### config.mk
export PLATFORM = sky130hd
export DESIGN_NAME = board_top
export DESIGN_NICKNAME = d
export VERILOG_FILES = /design/src/common/board_pkg.sv /design/src/rtl/tick_gen.sv /design/src/rtl/lab_counter.sv /design/src/tm1638/tm1638_shifter.sv /design/src/tm1638/tm1638_sequencer.sv /design/src/tm1638/tm1638_controller.sv /design/src/rtl/board_top.sv
export VERILOG_INCLUDE_DIRS = /design/src /design/src/common
export SDC_FILE = /design/constraint.sdc
export NUM_CORES = 1
export LEC_CHECK = 0
export ABC_AREA = 1
export BUFFER_PORTS_ARGS = -buffer_cell sky130_fd_sc_hd__buf_2
export CAP_MARGIN = 10
export CORE_AREA = 2 2 101 94
export DETAILED_ROUTE_END_ITERATION = 10
export DIE_AREA = 0 0 103 96
export GPL_TIMING_DRIVEN = 0
export PLACE_DENSITY = 0.88
export SKIP_CTS_REPAIR_TIMING = 1
export SLEW_MARGIN = 20
export SYNTH_ARGS = -nofsm -noshare
export SYNTH_HDL_FRONTEND = slang
export SYNTH_SLANG_ARGS = --single-unit
### constraint.sdc
create_clock -name clk -period 2.8 [get_ports clk]
set_clock_uncertainty 0.05 [all_clocks]
set_input_delay 0.28 -clock clk [delete_from_list [all_inputs] [get_ports clk]]
set_output_delay 0.28 -clock clk [all_outputs]
set_load 0.01 [all_outputs]
### src/common/board_cfg.svh
`ifndef BOARD_CFG_SVH
`define BOARD_CFG_SVH

//----------------------------------------------------------------------
// clocking

`define CLK_MHZ          27                  // board oscillator

// slow lab tick shortened so a few ticks fit in a short run
`define LAB_TICK_CYCLES  6000

`define SIO_HALF_CYCLES  (`CLK_MHZ / 6)      // clk cycles per sio_clk half period

//----------------------------------------------------------------------
// TM1638 frame layout

`define TM_DIGITS        8                   // seven-segment digits on the module
`define TM_DATA_BYTES    (2 * `TM_DIGITS)    // segment byte + led byte per digit
`define TM_KEY_BYTES     4                   // bytes returned by a key scan

`endif

### src/common/board_pkg.sv
package board_pkg;

    `include "board_cfg.svh"

    //------------------------------------------------------------------
    // TM1638 sequencer states and command bytes

    typedef enum logic [3:0] {
        st_idle,
        st_cmd_write,
        st_stb_gap1,
        st_addr,
        st_data,
        st_stb_gap2,
        st_cmd_disp,
        st_stb_gap3,
        st_cmd_read,
        st_keys,
        st_stb_gap4
    } tm_state_e;

    typedef enum logic [7:0] {
        cmd_write_auto = 8'h40,  // data write, auto address increment
        cmd_read_keys  = 8'h42,
        cmd_addr0      = 8'hC0,
        cmd_disp_on    = 8'h8F   // display on, full brightness
    } tm_cmd_e;

    //------------------------------------------------------------------
    // payloads

    typedef struct packed {
        logic [`TM_DIGITS - 1:0][7:0] segments;  // hgfedcba per digit
        logic [`TM_DIGITS - 1:0]      leds;
        logic [`TM_DIGITS - 1:0]      digit_en;
    } disp_frame_t;

    typedef struct packed {
        logic [7:0] count;
        logic [7:0] abcdefgh;    // a at the msb
        logic [7:0] digit;       // one-hot scan select
        logic [7:0] led;
    } lab_out_t;

    //------------------------------------------------------------------

    function automatic logic [7:0] seg7_hex(input logic [3:0] nibble);
        logic [7:0] seg;
        case (nibble)
            4'h0:    seg = 8'b1111_1100;
            4'h1:    seg = 8'b0110_0000;
            4'h2:    seg = 8'b1101_1010;
            4'h3:    seg = 8'b1111_0010;
            4'h4:    seg = 8'b0110_0110;
            4'h5:    seg = 8'b1011_0110;
            4'h6:    seg = 8'b1011_1110;
            4'h7:    seg = 8'b1110_0000;
            4'h8:    seg = 8'b1111_1110;
            4'h9:    seg = 8'b1111_0110;
            4'hA:    seg = 8'b1110_1110;
            4'hB:    seg = 8'b0011_1110;  // lower case b
            4'hC:    seg = 8'b1001_1100;
            4'hD:    seg = 8'b0111_1010;  // lower case d
            4'hE:    seg = 8'b1001_1110;
            default: seg = 8'b1000_1110;
        endcase
        return seg;
    endfunction

endpackage

### src/rtl/tick_gen.sv
`timescale 1ns/1ns

module tick_gen
# (
    parameter int PERIOD = 4
)
(
    input  logic clk,
    input  logic arst_n,
    output logic tick
);

    localparam int CNT_W = (PERIOD > 1) ? $clog2(PERIOD) : 1;

    logic [CNT_W - 1:0] cnt_q;

    always_ff @(posedge clk or negedge arst_n)
    begin
        if (!arst_n)
        begin
            cnt_q <= CNT_W'(PERIOD - 1);
            tick  <= 1'b0;
        end
        else
        begin
            tick <= (cnt_q == '0);
            if (cnt_q == '0)
                cnt_q <= CNT_W'(PERIOD - 1);  // reload
            else
                cnt_q <= cnt_q - 1'b1;
        end
    end

endmodule

### src/rtl/lab_counter.sv
`timescale 1ns/1ns

module lab_counter
(
    input  logic                clk,
    input  logic                arst_n,
    input  logic                tick,
    input  logic [7:0]          keys,
    output board_pkg::lab_out_t lab
);

    import board_pkg::*;

    logic [7:0] count_q;
    logic       phase_q;     // scan phase, 0 shows low nibble
    logic [3:0] nibble;

    assign nibble = phase_q ? count_q[7:4] : count_q[3:0];

    //------------------------------------------------------------------
    // count and scan phase

    always_ff @(posedge clk or negedge arst_n)
    begin
        if (!arst_n)
        begin
            count_q <= 8'h00;
            phase_q <= 1'b0;
        end
        else
        begin
            if (keys[1])
                count_q <= 8'h00;             // clear wins
            else if (tick && keys[0])
                count_q <= count_q + 8'h01;

            if (tick)
                phase_q <= ~phase_q;
        end
    end

    //------------------------------------------------------------------
    // registered outputs one cycle behind the count

    always_ff @(posedge clk or negedge arst_n)
    begin
        if (!arst_n)
        begin
            lab <= '0;
        end
        else
        begin
            lab.count    <= count_q;
            lab.abcdefgh <= seg7_hex(nibble);
            lab.digit    <= phase_q ? 8'b0000_0010 : 8'b0000_0001;
            lab.led      <= count_q;
        end
    end

endmodule

### src/tm1638/tm1638_shifter.sv
`timescale 1ns/1ns

module tm1638_shifter
(
    input  logic       clk,
    input  logic       arst_n,
    input  logic       half_tick,

    input  logic       byte_start,
    input  logic       byte_read,
    input  logic [7:0] tx_byte,
    output logic       byte_done,
    output logic [7:0] rx_byte,

    output logic       sio_clk,
    output logic       sio_data_out,
    output logic       sio_data_oe,
    input  logic       sio_data_in
);

    logic       busy_q;
    logic       read_q;
    logic [2:0] bit_q;
    logic [7:0] shift_q;
    logic       rise;

    assign rise    = busy_q && half_tick && !sio_clk;   // mid-bit edge
    assign rx_byte = shift_q;

    //------------------------------------------------------------------
    // bit control and pins

    always_ff @(posedge clk or negedge arst_n)
    begin
        if (!arst_n)
        begin
            busy_q       <= 1'b0;
            read_q       <= 1'b0;
            bit_q        <= 3'd0;
            byte_done    <= 1'b0;
            sio_clk      <= 1'b1;
            sio_data_out <= 1'b0;
            sio_data_oe  <= 1'b0;
        end
        else
        begin
            byte_done <= 1'b0;
            if (byte_start)
            begin
                busy_q      <= 1'b1;
                read_q      <= byte_read;
                bit_q       <= 3'd0;
                sio_data_oe <= ~byte_read;       // release the line for key reads
            end
            else if (busy_q && half_tick)
            begin
                sio_clk <= ~sio_clk;
                if (sio_clk)
                    sio_data_out <= shift_q[0] & ~read_q;   // change while clk low
                else
                begin
                    bit_q <= bit_q + 3'd1;
                    if (bit_q == 3'd7)
                    begin
                        busy_q    <= 1'b0;
                        byte_done <= 1'b1;
                    end
                end
            end
        end
    end

    // lsb first in both directions
    always_ff @(posedge clk)
    begin
        if (byte_start)
            shift_q <= tx_byte;
        else if (rise)
            shift_q <= {read_q & sio_data_in, shift_q[7:1]};
    end

endmodule

### src/tm1638/tm1638_sequencer.sv
`timescale 1ns/1ns

`include "board_cfg.svh"

module tm1638_sequencer
(
    input  logic                   clk,
    input  logic                   arst_n,
    input  board_pkg::disp_frame_t frame,
    input  logic                   byte_done,
    input  logic [7:0]             rx_byte,
    output logic                   byte_start,
    output logic                   byte_read,
    output logic [7:0]             tx_byte,
    output logic                   sio_stb,
    output logic                   frame_load,
    output logic [7:0]             keys
);

    import board_pkg::*;

    localparam int HALF   = `SIO_HALF_CYCLES;
    localparam int GAP    = 2 * HALF;
    localparam int WAIT_W = $clog2(GAP + 1);

    tm_state_e           state_q;
    logic [4:0]          idx_q;        // byte index inside data or key phase
    logic [WAIT_W - 1:0] wait_q;
    logic                flight_q;     // byte handed to the shifter
    logic [7:0]          key_buf_q;
    logic [7:0]          key_nxt;
    logic [7:0]          next_byte;
    logic [2:0]          digit;
    logic                byte_state;
    logic                issue;
    logic                finish;

    assign digit      = idx_q[3:1];
    assign byte_state = state_q inside {st_cmd_write, st_addr, st_data,
                                        st_cmd_disp, st_cmd_read, st_keys};
    assign issue      = byte_state && (wait_q == '0) && !flight_q;
    assign finish     = byte_state && flight_q && byte_done;
    assign frame_load = (state_q == st_idle);

    always_comb
    begin
        next_byte = 8'h00;                   // key reads shift in
        case (state_q)
            st_cmd_write: next_byte = cmd_write_auto;
            st_addr:      next_byte = cmd_addr0;
            st_cmd_disp:  next_byte = cmd_disp_on;
            st_cmd_read:  next_byte = cmd_read_keys;
            st_data:
                if (!idx_q[0])
                    next_byte = frame.digit_en[digit] ? frame.segments[digit] : 8'h00;
                else
                    next_byte = {7'b0, frame.leds[digit]};
            default:      next_byte = 8'h00;
        endcase
    end

    // read byte k carries key 2k in bit 0 and key 2k+1 in bit 4
    always_comb
    begin
        key_nxt                     = key_buf_q;
        key_nxt[{idx_q[1:0], 1'b0}] = rx_byte[0];
        key_nxt[{idx_q[1:0], 1'b1}] = rx_byte[4];
    end

    //------------------------------------------------------------------

    always_ff @(posedge clk or negedge arst_n)
    begin
        if (!arst_n)
        begin
            state_q    <= st_idle;
            idx_q      <= '0;
            wait_q     <= '0;
            flight_q   <= 1'b0;
            byte_start <= 1'b0;
            byte_read  <= 1'b0;
            tx_byte    <= 8'h00;
            sio_stb    <= 1'b1;
            key_buf_q  <= 8'h00;
            keys       <= 8'h00;
        end
        else
        begin
            byte_start <= 1'b0;
            if (wait_q != '0)
                wait_q <= wait_q - 1'b1;

            if (issue)
            begin
                byte_start <= 1'b1;
                byte_read  <= (state_q == st_keys);
                tx_byte    <= next_byte;
                flight_q   <= 1'b1;
            end
            if (finish)
                flight_q <= 1'b0;

            case (state_q)
                st_idle:
                begin
                    state_q <= st_cmd_write;
                    sio_stb <= 1'b0;
                    wait_q  <= WAIT_W'(HALF - 1);   // stb lead before first bit
                end
                st_cmd_write, st_cmd_disp:
                    if (finish)
                    begin
                        state_q <= (state_q == st_cmd_write) ? st_stb_gap1 : st_stb_gap3;
                        sio_stb <= 1'b1;
                        wait_q  <= WAIT_W'(GAP - 1);
                    end
                st_stb_gap1, st_stb_gap2, st_stb_gap3:
                    if (wait_q == '0)
                    begin
                        case (state_q)
                            st_stb_gap1: state_q <= st_addr;
                            st_stb_gap2: state_q <= st_cmd_disp;
                            default:     state_q <= st_cmd_read;
                        endcase
                        sio_stb <= 1'b0;
                        wait_q  <= WAIT_W'(HALF - 1);
                    end
                st_addr, st_cmd_read:
                    if (finish)
                    begin
                        state_q <= (state_q == st_addr) ? st_data : st_keys;
                        idx_q   <= '0;
                    end
                st_data:
                    if (finish)
                    begin
                        idx_q <= idx_q + 1'b1;
                        if (idx_q == 5'(`TM_DATA_BYTES - 1))
                        begin
                            state_q <= st_stb_gap2;
                            sio_stb <= 1'b1;
                            wait_q  <= WAIT_W'(GAP - 1);
                        end
                    end
                st_keys:
                    if (finish)
                    begin
                        idx_q     <= idx_q + 1'b1;
                        key_buf_q <= key_nxt;
                        if (idx_q == 5'(`TM_KEY_BYTES - 1))
                        begin
                            keys    <= key_nxt;
                            state_q <= st_stb_gap4;
                            sio_stb <= 1'b1;
                            wait_q  <= WAIT_W'(GAP - 1);
                        end
                    end
                st_stb_gap4:
                    if (wait_q == '0)
                        state_q <= st_idle;          // next round
                default:
                    state_q <= st_idle;
            endcase
        end
    end

endmodule

### src/tm1638/tm1638_controller.sv
`timescale 1ns/1ns

`include "board_cfg.svh"

module tm1638_controller
(
    input  logic                   clk,
    input  logic                   arst_n,
    input  board_pkg::disp_frame_t frame,
    output logic [7:0]             keys,

    output logic                   sio_clk,
    output logic                   sio_stb,
    output logic                   sio_data_out,
    output logic                   sio_data_oe,
    input  logic                   sio_data_in
);

    import board_pkg::*;

    disp_frame_t frame_q;        // held for a whole round
    logic        frame_load;
    logic        half_tick;
    logic        byte_start;
    logic        byte_read;
    logic        byte_done;
    logic [7:0]  tx_byte;
    logic [7:0]  rx_byte;

    tick_gen # (.PERIOD (`SIO_HALF_CYCLES))
    i_half_timer (.clk (clk), .arst_n (arst_n), .tick (half_tick));

    always_ff @(posedge clk)
    begin
        if (frame_load)
            frame_q <= frame;
    end

    tm1638_sequencer i_sequencer
    (
        .clk (clk), .arst_n (arst_n), .frame (frame_q),
        .byte_done (byte_done), .rx_byte (rx_byte),
        .byte_start (byte_start), .byte_read (byte_read), .tx_byte (tx_byte),
        .sio_stb (sio_stb), .frame_load (frame_load), .keys (keys)
    );

    tm1638_shifter i_shifter
    (
        .clk (clk), .arst_n (arst_n), .half_tick (half_tick),
        .byte_start (byte_start), .byte_read (byte_read), .tx_byte (tx_byte),
        .byte_done (byte_done), .rx_byte (rx_byte),
        .sio_clk (sio_clk), .sio_data_out (sio_data_out),
        .sio_data_oe (sio_data_oe), .sio_data_in (sio_data_in)
    );

endmodule

### src/rtl/board_top.sv
`timescale 1ns/1ns

`include "board_cfg.svh"

module board_top
(
    input  logic       clk,
    input  logic       arst_n,

    output logic [7:0] led,

    output logic       sio_clk,
    output logic       sio_stb,
    output logic       sio_data_out,
    output logic       sio_data_oe,
    input  logic       sio_data_in
);

    import board_pkg::*;

    logic             slow_tick;
    logic [7:0]       tm_keys;
    lab_out_t         lab;
    disp_frame_t      frame;

    logic [1:0][7:0]  hex_abcdefgh;
    logic [1:0][7:0]  hex_hgfedcba;

    //------------------------------------------------------------------

    tick_gen # (.PERIOD (`LAB_TICK_CYCLES))
    i_tick_gen (.clk (clk), .arst_n (arst_n), .tick (slow_tick));

    lab_counter i_lab_counter
    (
        .clk    ( clk       ),
        .arst_n ( arst_n    ),
        .tick   ( slow_tick ),
        .keys   ( tm_keys   ),
        .lab    ( lab       )
    );

    assign led = ~lab.led;   // on-board leds are active low

    //------------------------------------------------------------------
    // each TM1638 digit holds its own pattern, so both nibbles go out

    assign hex_abcdefgh[0] = seg7_hex(lab.count[3:0]);
    assign hex_abcdefgh[1] = seg7_hex(lab.count[7:4]);

    generate
        genvar d, i;

        for (d = 0; d < 2; d++)
        begin : dig
            for (i = 0; i < 8; i++)
            begin : seg
                assign hex_hgfedcba[d][i] = hex_abcdefgh[d][7 - i];
            end
        end
    endgenerate

    always_comb
    begin
        frame                   = '0;
        frame.segments[0]       = hex_hgfedcba[0];
        frame.segments[1]       = hex_hgfedcba[1];
        frame.leds              = lab.led;
        frame.digit_en[1:0]     = 2'b11;     // only the two count digits lit
    end

    //------------------------------------------------------------------

    tm1638_controller i_tm1638
    (
        .clk          ( clk          ),
        .arst_n       ( arst_n       ),
        .frame        ( frame        ),
        .keys         ( tm_keys      ),
        .sio_clk      ( sio_clk      ),
        .sio_stb      ( sio_stb      ),
        .sio_data_out ( sio_data_out ),
        .sio_data_oe  ( sio_data_oe  ),
        .sio_data_in  ( sio_data_in  )
    );

endmodule

==> results.md <==
* NumNets Final at 641
* Buf/Inv on CP at 2
* RSZ-0062 raised after global routing: no
* Initial Util at 58.60%
* Period minus WS final at 1974 ps
* Drt wl/cell at 13.87 um
* Max-cap violations at 0
* Largest family of logic cells by synthesized area: simple AND/OR/NAND/NOR gates
* Critical Path Start Type: flop
* Worst slew pin tran at 789.3 ps
* Simple-Gate Fraction of Synth Area at 22.55%
* Std-Cell Core Area at 8836 um^2
* Mapped Cells at 586
* Peak VDD IR at 274.4 uV
* Clk buf depth at 2
* Flop pwr share at 61.5%
* 1st-iter DRT viols at 239
* Final setup violation count at 0
* Internal power at 0.001910 W
* Final core occ at 63.93%
* Ys Warns at 0
* Max-slew violation total from the final report at 0
* Die area at 9888 um^2
* Share of cells above drive strength 1 at 14.54%
* Outcome: finished clean
* Power per Cell Area at 435.1 nW/um^2
* Hold Slack at 224.9 ps
* Crit-path max FO at 14
* Total global-route track usage at 22.98%
* Compound-cell area share of the yosys netlist at 11.07%
* Worst rel slew slack at 47.32%
* Die Width at 103 um
* Post-synthesis mux area share at 0.6042%
* CTS Sinks at 101
* Routed wire length at 10280 um
* Layout Cells excl Fill at 741
* CTS Buf Count at 9
* Net Count, Synth at 613
* Most frequent cells in the layout: nand2_1 (128), inv_1 (74), dfrtp_1 (57), nor2_1 (55), o21ai_0 (38)
* Worst EP arrival at 2010 ps
* Distinct cells, synth at 43
* CTS clk-pin slew, worst paths at 100 ps
* Pre-antenna DRT Iters at 5
* Port bufs at 14
* Period utilization at 70.49%
* Post-synthesis adder-cell area fraction at 5.800%
* TritonCTS clock tree: yes
* FF+latch area at 2695 um^2
* ANT nets after route at 0
* Fin. Hold Viols at 0
* Ant diodes at 0
* Site row count at 33
* Post-synthesis cell area at 5177 um^2
* Tightest Hold Check Type: input port to flop
* Worst skew pair latency at 370 ps
* Gr ovfl total at 0
* Comb pwr share at 1.0%
* Multi-input logic area at 2127 um^2
* Max incr delay on CP at 640 ps
* CP required at 2830 ps
* DRC at 0
* Die H at 96 um
* HPWL after DPL at 7606 um
* Static Leak at 2.557 nW
* Via density at 5.470
* Delay-heaviest family, CP: simple AND/OR/NAND/NOR gates
* Root buf cell: clkbuf_8
* Post-synthesis xor/xnor area fraction at 1.015%
* Layout area overhead at 9.111%
* Fill cells at 713
* Gpl congestion at 0.9435
* Vias in the first global route at 4002
* First-pass GRT wire length at 17700 um
* Setup TNS at 0 ps
* Ports at 15
* Initial antenna violation count at 0
* Maximum clock rate at 0.5066 GHz
* CP endpoint kind: flop
* Clk pwr share at 37.5%
* Worst setup path class: flop to flop
* NetSw at 0.0005481 W
* Post-Syn Area per Cell at 8.835 um^2
* Register bit count reported by yosys at 101
* Switching share of power at 22.30%
* Via count at 4053
* Inst Count DP at 724
* Most common cell after layout, fill and taps aside: nand2_1
* Worst path cell trace: inv_1 > nand2_1 > nor2_2 > buf_6
* Slowest CP cell: nor2_2
* Largest net degree at the start of global routing at 46
* CTS HTree Levels at 3
* Sequential share of the synthesized area at 52.05%
[through the flow]
stage          power (W)  cell area (um^2)  setup WS (ps)
3_5_place_dp    0.001566              5436          854.0
3_3_place_gp    0.001562              5400          194.8
4_1_cts         0.002467              5639          833.1
6_report        0.002458              5649          826.2
5_1_grt         0.002534              5649          724.4
2_1_floorplan   0.001541              5177          648.1
[power by group through the flow]
stage               clock (W)  combinational (W)  sequential (W)
floorplan                   0      0.00000000145         0.00154
global placement            0          0.0000213         0.00154
detailed placement          0          0.0000255         0.00154
CTS                  0.000930          0.0000260         0.00151
global route         0.000992          0.0000303         0.00151
finish               0.000921          0.0000254         0.00151
[tightest hold or removal path, stage by stage]
cell and delay (ps):
buf_2 80, nand3_1 70, o21ai_0 90
[logic make-up (layout without fill, tap and decap cells)]
logic type               count (synthesis)  after routing
AND/OR/NAND/NOR                        263            263
XOR/XNOR                                 6              6
flip-flops                             101            101
multiplexers                             3              3
adder cells (fa/ha/maj)                 24             24
AO/OA/AOI/OAI                          101            101
buffers and inverters                   88            121
[final cells by class]
cell class,instances,share of cell area [%]
Sequential cell,101,47.71
Multi-Input combinational cell,397,37.65
Inverter,79,5.249
Clock buffer,11,2.702
Tap cell,122,2.702
Timing Repair Buffer,17,2.015
Buffer,9,1.085
Clock inverter,5,0.8859
[synthesized netlist by cell type (all sizes together)]
cell | count | share of area (%)
a21oi | 32 | 3.1
buf | 5 | 0.89
nor2 | 65 | 5.5
nand3b | 1 | 0.15
xnor2 | 1 | 0.17
a22o | 2 | 0.34
inv | 78 | 5.7
nand2 | 138 | 10
o21ai | 51 | 5.4
edfxtp | 30 | 17
xor2 | 5 | 0.85
o21a | 1 | 0.15
a211oi | 2 | 0.29
o21bai | 2 | 0.29
nor3 | 9 | 0.97
a31oi | 4 | 0.48
o22ai | 3 | 0.36
mux2i | 2 | 0.39
mux2 | 1 | 0.22
or2 | 6 | 0.73
a32oi | 1 | 0.17
dfrtp | 57 | 28
o31ai | 2 | 0.39
a22oi | 1 | 0.15
clkbuf | 4 | 0.29
nor4 | 1 | 0.12
clkinv | 1 | 0.072
nand4 | 9 | 1.1
dfstp | 14 | 7.1
ha | 24 | 5.8
nand3 | 34 | 3.5
[state kept, by name (all words and copies together) (netlist names), 3 cells and up]
name                          cells
i_tm1638.i_sequencer.tx_byte      8
i_tm1638.i_shifter.rx_byte        8
i_lab_counter.count_q             8
i_tm1638.i_sequencer.idx_q        5
i_tm1638.i_sequencer.wait_q       4
i_tm1638.i_shifter.bit_q          3
i_tm1638.frame_q                 22
i_tick_gen.cnt_q                 13
i_lab_counter.lab                 8
i_tm1638.i_sequencer.state_q      4
[routing by layer]
layer | vias to the layer above | part of all wire, % | track usage (%)
met3 | 15 | 4.1 | 3.123
met4 | 0 | 1.5 | 7.566
met2 | 107 | 51 | 40.91
met1 | 1955 | 43 | 29.02
met5 | - | 0 | 0
li1 | 1976 | - | -
[final timing paths]
check,startpoint,to,slack [ps],cells past startpoint
setup / recovery,i_tm1638.i_sequencer.state_q[1],i_tm1638.frame_q[13],830,4
setup reg to reg,i_tm1638.i_sequencer.state_q[1],i_tm1638.frame_q[13],830,4
max in group asynchronous,arst_n,i_tick_gen.cnt_q[8],1790,3
min in group asynchronous,arst_n,i_tm1638.i_sequencer.wait_q[1],310,2
hold reg to reg,i_lab_counter.count_q[5],i_lab_counter.lab[29],340,0
hold / removal,sio_data_in,i_tm1638.i_shifter.rx_byte[7],220,3
No activity file was read; power rests on OpenSTA's default activity.
